--- src/ooo_defines.svh ---
// Width definitions shared by the out-of-order back end
`ifndef OOO_DEFINES_SVH
`define OOO_DEFINES_SVH

// Data path width
`define OOO_DW 32
// Architectural register address width
`define OOO_REG_AW 4
// Reorder buffer index width for 8 entries
`define OOO_ROB_DW 3
// Result flag word width
`define OOO_TAG_W 2

`endif

--- src/ooo_pkg.sv ---
// Instruction encoding and execution request types of the back end
`include "ooo_defines.svh"

package ooo_pkg;

   // Top bit selects the immediate form
   typedef enum logic [3:0] {
      OP_ADD  = 4'h0,
      OP_SUB  = 4'h1,
      OP_AND  = 4'h2,
      OP_OR   = 4'h3,
      OP_XOR  = 4'h4,
      OP_MUL  = 4'h5,
      OP_ADDI = 4'h8,
      OP_SUBI = 4'h9,
      OP_ANDI = 4'hA,
      OP_ORI  = 4'hB,
      OP_XORI = 4'hC,
      OP_MULI = 4'hD
   } opcode_e;

   typedef struct packed {
      opcode_e                  op;
      logic [`OOO_REG_AW-1:0]   rd;
      logic [`OOO_REG_AW-1:0]   rs1;
      logic [`OOO_REG_AW-1:0]   rs2;
      logic [15:0]              unused;
   } insn_r_t;

   typedef struct packed {
      opcode_e                  op;
      logic [`OOO_REG_AW-1:0]   rd;
      logic [`OOO_REG_AW-1:0]   rs1;
      logic signed [19:0]       imm;
   } insn_i_t;

   typedef union packed {
      insn_r_t   reg_f;
      insn_i_t   imm_f;
   } insn_u;

   // Resolved operands with an op that has no form bit
   typedef struct packed {
      opcode_e                  op;
      logic [`OOO_DW-1:0]       a;
      logic [`OOO_DW-1:0]       b;
      logic [`OOO_ROB_DW-1:0]   id;
   } fu_req_t;

endpackage

--- src/ooo_if.sv ---
// Commit bus and operand lookup interfaces between back end blocks
`timescale 1ns/1ps
`include "ooo_defines.svh"


interface lookup_if;
   logic [`OOO_REG_AW-1:0]     rs1_addr;
   logic [`OOO_REG_AW-1:0]     rs2_addr;
   logic                       rs1_from_rob;
   logic                       rs1_in_arf;
   logic [`OOO_DW-1:0]         rs1_data;
   logic                       rs2_from_rob;
   logic                       rs2_in_arf;
   logic [`OOO_DW-1:0]         rs2_data;

   // Answer comes back in the same cycle
   modport issue_side (
      output rs1_addr, rs2_addr,
      input  rs1_from_rob, rs1_in_arf, rs1_data, rs2_from_rob, rs2_in_arf, rs2_data
   );
   modport rob_side (
      input  rs1_addr, rs2_addr,
      output rs1_from_rob, rs1_in_arf, rs1_data, rs2_from_rob, rs2_in_arf, rs2_data
   );
endinterface

--- src/issue_unit.sv ---
// In-order issue stage that resolves operands and dispatches to one unit
`timescale 1ns/1ps
`include "ooo_defines.svh"

module issue_unit
(
   input  logic                        i_insn_valid,
   input  ooo_pkg::insn_u              i_insn,
   input  logic                        i_rob_ready,
   input  logic                        i_alu_accept,
   input  logic                        i_mul_accept,
   input  logic [`OOO_ROB_DW-1:0]      i_alloc_id,
   input  logic [`OOO_DW-1:0]          i_arf_rdata1,
   input  logic [`OOO_DW-1:0]          i_arf_rdata2,
   output logic                        o_insn_ready,
   output logic                        o_alloc,
   output logic                        o_alloc_rd_we,
   output logic [`OOO_REG_AW-1:0]      o_alloc_rd,
   output logic [`OOO_REG_AW-1:0]      o_arf_raddr1,
   output logic [`OOO_REG_AW-1:0]      o_arf_raddr2,
   output logic                        o_alu_valid,
   output logic                        o_mul_valid,
   output ooo_pkg::fu_req_t            o_fu_req,
   lookup_if.issue_side                lookup
);

   import ooo_pkg::*;

   logic                 is_imm;
   logic                 is_mul;
   opcode_e              base_op;
   logic [`OOO_DW-1:0]   imm_val;
   logic [`OOO_DW-1:0]   rs1_val;
   logic [`OOO_DW-1:0]   rs2_val;
   logic                 rs1_ok;
   logic                 rs2_ok;
   logic                 unit_ok;
   logic                 fire;

   // Form bit picks the union view
   assign is_imm = i_insn.reg_f.op[3];
   assign base_op = opcode_e'({1'b0, i_insn.reg_f.op[2:0]});
   assign is_mul = (base_op == OP_MUL);
   assign imm_val = {{(`OOO_DW-20){i_insn.imm_f.imm[19]}}, i_insn.imm_f.imm};

   assign lookup.rs1_addr = i_insn.reg_f.rs1;
   assign lookup.rs2_addr = i_insn.reg_f.rs2;
   assign o_arf_raddr1 = i_insn.reg_f.rs1;
   assign o_arf_raddr2 = i_insn.reg_f.rs2;

   assign rs1_val = lookup.rs1_from_rob ? lookup.rs1_data : i_arf_rdata1;
   assign rs2_val = lookup.rs2_from_rob ? lookup.rs2_data : i_arf_rdata2;

   // Stall while a producer is still in flight
   assign rs1_ok = lookup.rs1_from_rob || lookup.rs1_in_arf;
   assign rs2_ok = is_imm || lookup.rs2_from_rob || lookup.rs2_in_arf;
   assign unit_ok = is_mul ? i_mul_accept : i_alu_accept;

   assign o_insn_ready = rs1_ok && rs2_ok && i_rob_ready && unit_ok;
   assign fire = i_insn_valid && o_insn_ready;

   assign o_alloc = fire;
   assign o_alloc_rd = i_insn.reg_f.rd;
   assign o_alloc_rd_we = (i_insn.reg_f.rd != '0);
   assign o_alu_valid = fire && !is_mul;
   assign o_mul_valid = fire && is_mul;

   assign o_fu_req = '{op: base_op, a: rs1_val, b: (is_imm ? imm_val : rs2_val), id: i_alloc_id};

endmodule

--- src/flat_wrapper.sv ---
// flat-port wrapper written by rule: the top's interface ports become plain ports
module issue_unit_flat import ooo_pkg::*;
  (i_insn_valid, i_insn, i_rob_ready, i_alu_accept, i_mul_accept, i_alloc_id, i_arf_rdata1, i_arf_rdata2, o_insn_ready, o_alloc, o_alloc_rd_we, o_alloc_rd, o_arf_raddr1, o_arf_raddr2, o_alu_valid, o_mul_valid, o_fu_req, lookup_rs1_addr, lookup_rs2_addr, lookup_rs1_from_rob, lookup_rs1_in_arf, lookup_rs1_data, lookup_rs2_from_rob, lookup_rs2_in_arf, lookup_rs2_data);
  lookup_if lookup_i ();
  input  logic i_insn_valid;
  input  ooo_pkg::insn_u i_insn;
  input  logic i_rob_ready;
  input  logic i_alu_accept;
  input  logic i_mul_accept;
  input  logic [`OOO_ROB_DW-1:0] i_alloc_id;
  input  logic [`OOO_DW-1:0] i_arf_rdata1;
  input  logic [`OOO_DW-1:0] i_arf_rdata2;
  output logic o_insn_ready;
  output logic o_alloc;
  output logic o_alloc_rd_we;
  output logic [`OOO_REG_AW-1:0] o_alloc_rd;
  output logic [`OOO_REG_AW-1:0] o_arf_raddr1;
  output logic [`OOO_REG_AW-1:0] o_arf_raddr2;
  output logic o_alu_valid;
  output logic o_mul_valid;
  output ooo_pkg::fu_req_t o_fu_req;
  output wire logic [$bits(lookup_i.rs1_addr)-1:0] lookup_rs1_addr;
  output wire logic [$bits(lookup_i.rs2_addr)-1:0] lookup_rs2_addr;
  input wire logic [$bits(lookup_i.rs1_from_rob)-1:0] lookup_rs1_from_rob;
  input wire logic [$bits(lookup_i.rs1_in_arf)-1:0] lookup_rs1_in_arf;
  input wire logic [$bits(lookup_i.rs1_data)-1:0] lookup_rs1_data;
  input wire logic [$bits(lookup_i.rs2_from_rob)-1:0] lookup_rs2_from_rob;
  input wire logic [$bits(lookup_i.rs2_in_arf)-1:0] lookup_rs2_in_arf;
  input wire logic [$bits(lookup_i.rs2_data)-1:0] lookup_rs2_data;
  assign lookup_rs1_addr = lookup_i.rs1_addr;
  assign lookup_rs2_addr = lookup_i.rs2_addr;
  assign lookup_i.rs1_from_rob = lookup_rs1_from_rob;
  assign lookup_i.rs1_in_arf = lookup_rs1_in_arf;
  assign lookup_i.rs1_data = lookup_rs1_data;
  assign lookup_i.rs2_from_rob = lookup_rs2_from_rob;
  assign lookup_i.rs2_in_arf = lookup_rs2_in_arf;
  assign lookup_i.rs2_data = lookup_rs2_data;
  issue_unit u_core (.i_insn_valid(i_insn_valid), .i_insn(i_insn), .i_rob_ready(i_rob_ready), .i_alu_accept(i_alu_accept), .i_mul_accept(i_mul_accept), .i_alloc_id(i_alloc_id), .i_arf_rdata1(i_arf_rdata1), .i_arf_rdata2(i_arf_rdata2), .o_insn_ready(o_insn_ready), .o_alloc(o_alloc), .o_alloc_rd_we(o_alloc_rd_we), .o_alloc_rd(o_alloc_rd), .o_arf_raddr1(o_arf_raddr1), .o_arf_raddr2(o_arf_raddr2), .o_alu_valid(o_alu_valid), .o_mul_valid(o_mul_valid), .o_fu_req(o_fu_req), .lookup(lookup_i));
endmodule
--- config.mk ---
export PLATFORM = sky130hd
export DESIGN_NAME = issue_unit_flat
export DESIGN_NICKNAME = d
export VERILOG_FILES = /design/src/ooo_pkg.sv /design/src/ooo_if.sv /design/src/issue_unit.sv /design/src/flat_wrapper.sv
export VERILOG_INCLUDE_DIRS = /design/src
export SDC_FILE = /design/constraint.sdc
export NUM_CORES = 1
export LEC_CHECK = 0
export ABC_AREA = 1
export ABC_CLOCK_PERIOD_IN_PS = 1050
export BUFFER_PORTS_ARGS = -buffer_cell sky130_fd_sc_hd__buf_2
export CAP_MARGIN = 10
export CORE_AREA = 5 5 100 102
export DETAILED_ROUTE_END_ITERATION = 12
export DIE_AREA = 0 0 105 107
export PLACE_DENSITY = 0.67
export SETUP_SLACK_MARGIN = 0.2
export SKIP_LAST_GASP = 1
export SLEW_MARGIN = 0
export SYNTH_ARGS = -nofsm -noshare
export SYNTH_HDL_FRONTEND = slang
export SYNTH_SLANG_ARGS = --single-unit
export TNS_END_PERCENT = 100
--- constraint.sdc ---
create_clock -name vclk -period 1.05
set_input_delay 0.315 -clock vclk [all_inputs]
set_output_delay 0.315 -clock vclk [all_outputs]
set_load 0.01 [all_outputs]
==> results of run 1 <==
[metal layers]
layer | track usage | routed length [um]
met2 | 0.310 | 5680
met1 | 0.135 | 3150
met4 | 0.0155 | 216
met5 | 0 | 0
met3 | 0.0403 | 944
[critical path, delay by kind of cell]
| family | cells | cell delay, ps |
|---|---|---|
| AO/OA/AOI/OAI | 1 | 130 |
| buffers and inverters | 5 | 580 |
| AND/OR/NAND/NOR | 1 | 70 |
[layout make-up]
class                      instances  area, um^2
fill                             866        4760
inverter                           6        52.6
timing repair buffer             286        2280
multi-input combinational        227        1790
tap                              111         139
[repair_timing]
action	4_1_cts	5_1_grt
gates cloned	5	3
pin swaps	13	21
endpoints found under the setup margin	84	74
setup buffers	6	2
resized for setup	183	80
hold endpoints to repair	0	0
[kinds of logic after synthesis]
group | Yosys count | share of synthesized area
AOI/OAI and AO/OA | 65 | 0.287
and+or+nand+nor | 161 | 0.439
other | 1 | 0.00269
buffers and inverters | 53 | 0.272
[Yosys cell counts (all sizes together)]
cell,n
inv,6
a21oi,38
nand3,2
o21ai,27
and2,1
clkbuf,1
buf,46
conb,1
nor2,37
nor3,1
nand2,119
nand4,1
[through the flow]
step	utilization	power, mW	hold slack (ps)	area [um^2]
CTS	0.428	1.80	630	3860
detailed placement	0.318	1.31	630	2870
global route	0.472	2.13	630	4260
floorplan	-	0.742	722	1650
finish	0.472	1.99	630	4260
global placement	0.318	1.31	630	2870
[worst max-delay path by stage]
stage	from	endpoint	depth (start not counted)
global placement	lookup_rs2_from_rob	o_fu_req[33]	7
floorplan	lookup_rs2_from_rob	o_alu_valid	5
finish	lookup_rs2_from_rob	o_fu_req[8]	7
global route	lookup_rs2_from_rob	o_fu_req[22]	7
detailed placement	lookup_rs2_from_rob	o_fu_req[33]	7
CTS	lookup_rs2_from_rob	o_fu_req[33]	7
[power by group]
| group | total [mW] | internal (mW) | switching, mW |
|---|---|---|---|
| combinational | 1.99 | 1.06 | 0.937 |
| clock | 0 | 0 | 0 |
| sequential | 0 | 0 | 0 |
[placed cells by master (no fill, tap or decap), types with 9 or more instances in the layout]
cell type and count:
o21ai_2 17, nor2_1 29, nand2_2 38, a21oi_2 38
buf_6 69, buf_12 9, nand2_4 55, nand2_1 26
buf_2 182, buf_4 11
==> flow_summary.toml, run 1 <==
[sta]
fmax_mhz = 705
fin_crit_sh = 1.35
fin_setup_tns_ps = -18480
fin_crit_ps = 1420
finalSetupViolations = 68
postLayoutSetupSlackWorst_ps = -369
rsz0062_at_grt = "yes"
slew_violations = 0
final_hold_viol_count = 0

[critical_path]
critical_path_required_ps = 730
crit_arrival_ps = 1100
cp-start-kind = "input port"
critPathMaxFanout = 8
crit_path_top_delay_cell = "buf_12"
endpoint_kind = "output pin"
path_class = "input port to output pin"
worstPathCellList = "buf_6 -> buf_12 -> inv_12 -> buf_8 -> nand2_1 -> a21oi_2 -> buf_2"
cpPeakStageDelay_ps = 140

[route]
first_iter_violations = 62
wl_per_cell_um = 15.8
route.detailed.drc = 0
via_per_inst = 4.37
drt.antenna.violating_nets = 0
firstDrtPassIters = 4
wirelength_um = 9980
routed-via-count = 2754

[floorplanning]
die_h_um = 107
coreArea_um2 = 9020
initial_core_util = 0.155
ioPinCount = 267
die-area_um2 = 11200
die_x_um = 105
rows = 35

[place]
dp_slack_ps = -500
placedCellCount = 614
portBuffers = 248
post-dp-hpwl_um = 6950
gp_congestion = 0.841

[global_route]
grt_max_degree = 17
grt.overflow.total = 0
antenna_found_initial = 0
grt_pass1_vias = 2787
grt_pass1_wl_um = 13500
grtUsageTotal = 0.144

[yosys]
ys_types = 19
avgSynthCellArea_um2 = 4.99
yosysSeqAreaShare = 0
synth_top_area_frac = 0.320
syn_inst = 280
yosys_warnings = 0
yosysTopAreaCell = "nand2_1"
synth_nets = 451
yosys-top-cells-area = "nand2_1 (32%), buf_4 (17%), a21oi_2 (13%)"
synth_area_um2 = 1400

[hold_path]
holdCritStartpoint = "i_alloc_id[1]"
hold_class = "input port to output pin"
hold_depth = 0
hold_end = "o_fu_req[1]"

[final_layout]
layout.cells.non_filler = 630
antennaDiodeCount = 0
seq_cells = 0
clkbuf_count = 0
nNetsFinal = 692
seq_area_um2 = 0
drive_above_1_share = 0.879
area_growth_syn_to_layout_pct = 205

[clock_network]
cts_hold_buf = 0

[power]
power_density_nw_per_um2 = 468
power.leakage_nw = 2.29
ir_worst_vdd_uv = 195

[outcome]
violations = "negative setup slack"
status = "complete, but fails checks"

[run]
cap_violations = 0
(Power assumes the default switching activity.)
==> inputs of run 2 (changes only) <==
--- a/config.mk
+++ b/config.mk
@@ -6,14 +6,13 @@
 export SDC_FILE = /design/constraint.sdc
 export NUM_CORES = 1
 export LEC_CHECK = 0
-export ABC_AREA = 1
 export ABC_CLOCK_PERIOD_IN_PS = 1050
-export BUFFER_PORTS_ARGS = -buffer_cell sky130_fd_sc_hd__buf_2
 export CAP_MARGIN = 10
-export CORE_AREA = 5 5 100 102
+export CORE_AREA = 5 5 102 104
 export DETAILED_ROUTE_END_ITERATION = 12
-export DIE_AREA = 0 0 105 107
-export PLACE_DENSITY = 0.67
+export DIE_AREA = 0 0 107 109
+export DONT_BUFFER_PORTS = 1
+export PLACE_DENSITY = 0.39
 export SETUP_SLACK_MARGIN = 0.2
 export SKIP_LAST_GASP = 1
 export SLEW_MARGIN = 0
==> run 2 against run 1 <==
Against the previous run:
- worst hold slack hardly changed
- combinational power is 65% lower
- critical endpoint is now o_alu_valid
- sequential share of layout area stayed put
- synthesized cell count is 34% lower
- largest cell class is now multi-input combinational cells
- wire length is 36% lower
- global-route usage is 5.6 points lower
- the flow still finishes with violations (negative setup slack)
- synthesized area is 2.9% lower
- first-iteration DRC count is 16% lower
- highest routed layer unchanged
==> flow_summary.toml, run 2 <==
[outcome]
status = "complete, but fails checks"
violations = "negative setup slack"

[yosys]
yosysMostFrequentCell = "mux2_2"
syn_inst = 185
yosys_warnings = 0
yosysSeqAreaShare = 0
synth_top_area_frac = 0.266
synth_nets = 356
ys_types = 19
yosys-top-cells-count = "mux2_2 (32), buf_4 (31), mux2i_1 (20), nand2_1 (20), o21ai_0 (19)"
synth_area_um2 = 1360
yosysTopAreaCell = "mux2_2"
yosys-top-cells-area = "mux2_2 (27%), buf_4 (17%), mux2i_1 (15%)"
avgSynthCellArea_um2 = 7.33

[final_layout]
clkbuf_count = 0
layout.cells.non_filler = 266
seq_cells = 0
final_cell_mix = "mux2_4 (32), nand2_1 (20), o21ai_2 (16), a211oi_2 (13), nor2b_1 (11)"
multi_input_area_um2 = 1460
antennaDiodeCount = 0
final_common_cell = "mux2_4"
area_growth_syn_to_layout_pct = 25.1
nNetsFinal = 325
drive_above_1_share = 0.678
seq_area_um2 = 0
final_util = 0.179
nFillCells = 1038

[sta]
slew_violations = 0
fin_setup_tns_ps = -1610
fin_crit_ps = 1340
postLayoutSetupSlackWorst_ps = -294
worst_hold_slack_ps = 630
fin_crit_sh = 1.28
rsz0062_at_grt = "yes"
final_hold_viol_count = 0
finalSetupViolations = 21
fmax_mhz = 744

[route]
via_per_inst = 4.71
drt.antenna.violating_nets = 0
route.detailed.drc = 0
wl_per_cell_um = 24.2
first_iter_violations = 52
wirelength_um = 6430
routed-via-count = 1253
firstDrtPassIters = 4

[global_route]
grt.overflow.total = 0
grt_max_degree = 54
grt_pass1_wl_um = 7770
grt_pass1_vias = 1360
grt.busiest_layer = "met2"
grtUsageTotal = 0.0883
grtUsageMet3 = 0.0178
met1_usage = 0.0808
grtUsageMet2 = 0.202
antenna_found_initial = 0

[clock_network]
cts_hold_buf = 0

[hold_path]
hold_class = "input port to output pin"

[floorplanning]
coreArea_um2 = 9460
initial_core_util = 0.143
rows = 36
ioPinCount = 267
die_x_um = 107
die-area_um2 = 11700
die_h_um = 109

[critical_path]
path_class = "input port to output pin"
endpoint_kind = "output pin"
endpoint = "o_alu_valid"
crit_arrival_ps = 1030
critPathMaxFanout = 53
setup.worst_path.start = "i_insn[31]"
critical_path_required_ps = 730
cp-start-kind = "input port"

[place]
portBuffers = 0
gp_congestion = 0.644
post-dp-hpwl_um = 5450
placedCellCount = 265

[power]
power_uw = 699
ir_worst_vdd_uv = 161
power_density_nw_per_um2 = 412
power.leakage_nw = 0.653

[run]
cap_violations = 0
[run 2: changes by cell type in the layout (fill, tap and decap cells not counted), sizes merged, moves of 3 or more]
cell	before	now
buf	283	10
nand2	119	20
a21oi	38	0
mux2	0	32
nor2	37	16
mux2i	0	20
nor2b	0	14
a211oi	0	13
o21ai	27	19
inv	6	1
clkbuf	3	0
[run 2: critical path: stages]
cell	delay (ps)
or3_4	340
buf_4	150
o2111ai_4	90
nor2_2	100
[run 2: final cells by class]
| type | count | area share |
|---|---|---|
| inverter | 1 | 0.00221 |
| multi-input combinational | 141 | 0.862 |
| tap | 114 | 0.0841 |
| timing repair buffer | 10 | 0.0516 |
[run 2: kinds of logic (layout without fill, tap and decap cells)]
group,Yosys count,after routing,synth area share
buffers and inverters,44,11,0.238
AOI/OAI and AO/OA,34,34,0.159
and+or+nand+nor,54,54,0.187
other,1,1,0.00276
muxes,52,52,0.413
[run 2: through the flow]
stage	worst slack, ps	cell area (um^2)
after floorplan	-249	1500
after global placement	-812	1370
after detailed placement	-843	1370
after CTS	-302	1660
after global routing	-316	1700
final	-294	1700
[run 2: where the power goes]
group	total, mW	internal (mW)	switching [mW]
clock network	0	0	0
registers	0	0	0
logic	0.699	0.370	0.328
total	0.699	0.370	0.328
[run 2: worst min path at each step]
| stage | slack (ps) | endpoint | start | depth (start not counted) |
|---|---|---|---|---|
| floorplan | 720 | lookup_rs1_addr[0] | i_insn[20] | 1 |
| global placement | 630 | o_fu_req[2] | i_alloc_id[2] | 0 |
| detailed placement | 630 | o_fu_req[2] | i_alloc_id[2] | 0 |
| CTS | 630 | o_fu_req[2] | i_alloc_id[2] | 0 |
| global route | 630 | o_fu_req[1] | i_alloc_id[1] | 0 |
| finish | 630 | o_fu_req[2] | i_alloc_id[2] | 0 |
[run 2: what timing repair did]
action | 4_1_cts | 5_1_grt
resized for setup | 66 | 11
pin swaps | 12 | 11
setup endpoints to repair | 69 | 69
hold endpoints to repair | 0 | 0
buffers inserted | 1 | 0
[run 2: routing by layer]
metal	vias to the layer above	routed length, um	part of all wire
met4	0	21	0.0033
met1	534	1920	0.30
met5	-	0	0
li1	555	-	-
met3	2	830	0.13
met2	162	3670	0.57
==> inputs of run 3 (changes only) <==
--- a/config.mk
+++ b/config.mk
@@ -6,11 +6,12 @@
 export SDC_FILE = /design/constraint.sdc
 export NUM_CORES = 1
 export LEC_CHECK = 0
+export ABC_AREA = 1
 export ABC_CLOCK_PERIOD_IN_PS = 1050
 export CAP_MARGIN = 10
-export CORE_AREA = 5 5 102 104
+export CORE_AREA = 4 4 102 104
 export DETAILED_ROUTE_END_ITERATION = 12
-export DIE_AREA = 0 0 107 109
+export DIE_AREA = 0 0 106 108
 export DONT_BUFFER_PORTS = 1
 export PLACE_DENSITY = 0.39
 export SETUP_SLACK_MARGIN = 0.2
==> run 3 against run 2 <==
Against the previous run:
- count of clock-buffer cells in the layout is the same
- first-iteration DRC count grew 130%
- flip-flop and latch count is the same
- cell area grew 70%
- critical endpoint is now o_fu_req[14]
- largest cell class unchanged
- die area shrank 1.8%
- wire length grew 12%
- fmax grew 22%
- core utilization grew 12 points
- largest power group unchanged
- the flow still finishes with violations (negative setup slack)
==> flow_summary.toml, run 3 (synthesis gave the netlist of run 1 again) <==
[critical_path]
worstPathCellList = "clkinv_16 -> buf_12 -> nand2_4 -> a21oi_2"
critPathMaxFanout = 34
crit_arrival_ps = 790
cp-start-kind = "input port"
crit_path_top_delay_cell = "a21oi_2"
endpoint_kind = "output pin"
critical_path_required_ps = 730
path_class = "input port to output pin"
cpPeakStageDelay_ps = 180

[hold_path]
hold_class = "input port to output pin"

[sta]
fin_crit_sh = 1.05
final_hold_viol_count = 0
rsz0062_at_grt = "yes"
finalSetupViolations = 43
fin_crit_ps = 1100
fmax_mhz = 908
slew_violations = 0
postLayoutSetupSlackWorst_ps = -51.7
fin_setup_tns_ps = -1000

[power]
power.leakage_nw = 1.17
ir_worst_vdd_uv = 181
power_density_nw_per_um2 = 409

[outcome]
status = "complete, but fails checks"
violations = "negative setup slack"

[place]
dpl-instance-area_um2 = 1540
gp_congestion = 0.644
placedCellCount = 375
post-dp-hpwl_um = 4900
portBuffers = 0

[floorplanning]
ioPinCount = 267
die_h_um = 108
die-area_um2 = 11400
initial_core_util = 0.146
die_x_um = 106
coreArea_um2 = 9550
rows = 36

[route]
firstDrtPassIters = 4
routed-via-count = 1805
wl_per_cell_um = 18.6
route.detailed.drc = 0
via_per_inst = 4.66
wirelength_um = 7210
drt.antenna.violating_nets = 0
first_iter_violations = 121

[final_layout]
final_common_cell = "nand2_4"
area_growth_syn_to_layout_pct = 106
layout.cells.non_filler = 387
antennaDiodeCount = 0
clkbuf_count = 0
nNetsFinal = 427
seq_cells = 0
seq_area_um2 = 0
nFillCells = 982
final_cell_mix = "nand2_4 (79), nand2_1 (34), nor2_2 (24), o21ai_2 (20), a21oi_4 (18)"
fin_area_um2 = 2880
drive_above_1_share = 0.807

[global_route]
grtUsageTotal = 0.0991
grt_pass1_wl_um = 9320
grt.overflow.total = 0
antenna_found_initial = 0
grt_pass1_vias = 1737
grt_max_degree = 35

[clock_network]
cts_hold_buf = 0

[run]
cap_violations = 0
==> run 3: per-layer routing <==
metal | global-route usage | routed length [um] | up-vias
met2 | 0.218 | 4310 | 156
met3 | 0.0227 | 824 | 16
li1 | - | - | 809
met1 | 0.0930 | 1910 | 824
met5 | 0 | 0 | -
met4 | 0.0120 | 167 | 0
==> run 3: path summary, 6_finish.rpt <==
path,end,cells after the start,slack (ps),from
setup / recovery,o_fu_req[14],4,-50,lookup_rs2_from_rob
hold / removal,o_arf_raddr1[3],0,630,i_insn[23]
==> run 3: layout make-up <==
cell class                      instances  area (um^2)  share of cell area
Tap cell                              133          166              0.0579
Inverter                                6          128              0.0444
Timing Repair Buffer                   21          447               0.155
Multi-Input combinational cell        227         2140               0.742
==> run 3: metrics by stage <==
step | util | hold slack (ps) | power, mW | setup WS (ps)
detailed placement | 0.162 | 630 | 0.664 | -129
global placement | 0.162 | 630 | 0.659 | -106
finish | 0.301 | 630 | 1.18 | -51.7
CTS | 0.225 | 630 | 0.916 | -46.5
floorplan | - | 722 | 0.742 | -105
global route | 0.301 | 630 | 1.25 | -81.4
==> run 3: power by group <==
part	internal, mW	switching [mW]
Sequential	0	0
Combinational	0.534	0.641
Clock	0	0
==> run 3: repair_timing <==
action / CTS / global route
gates cloned: 7 / 3
pin swaps: 52 / 55
setup endpoints to repair: 68 / 69
setup buffers: 2 / 0
gates resized for setup: 113 / 144
==> run 3: critical path, delay by kind of cell <==
kind / cells / cell delay, ps
buf+inv: 2 / 210
compound gates: 1 / 180
simple gates: 1 / 50
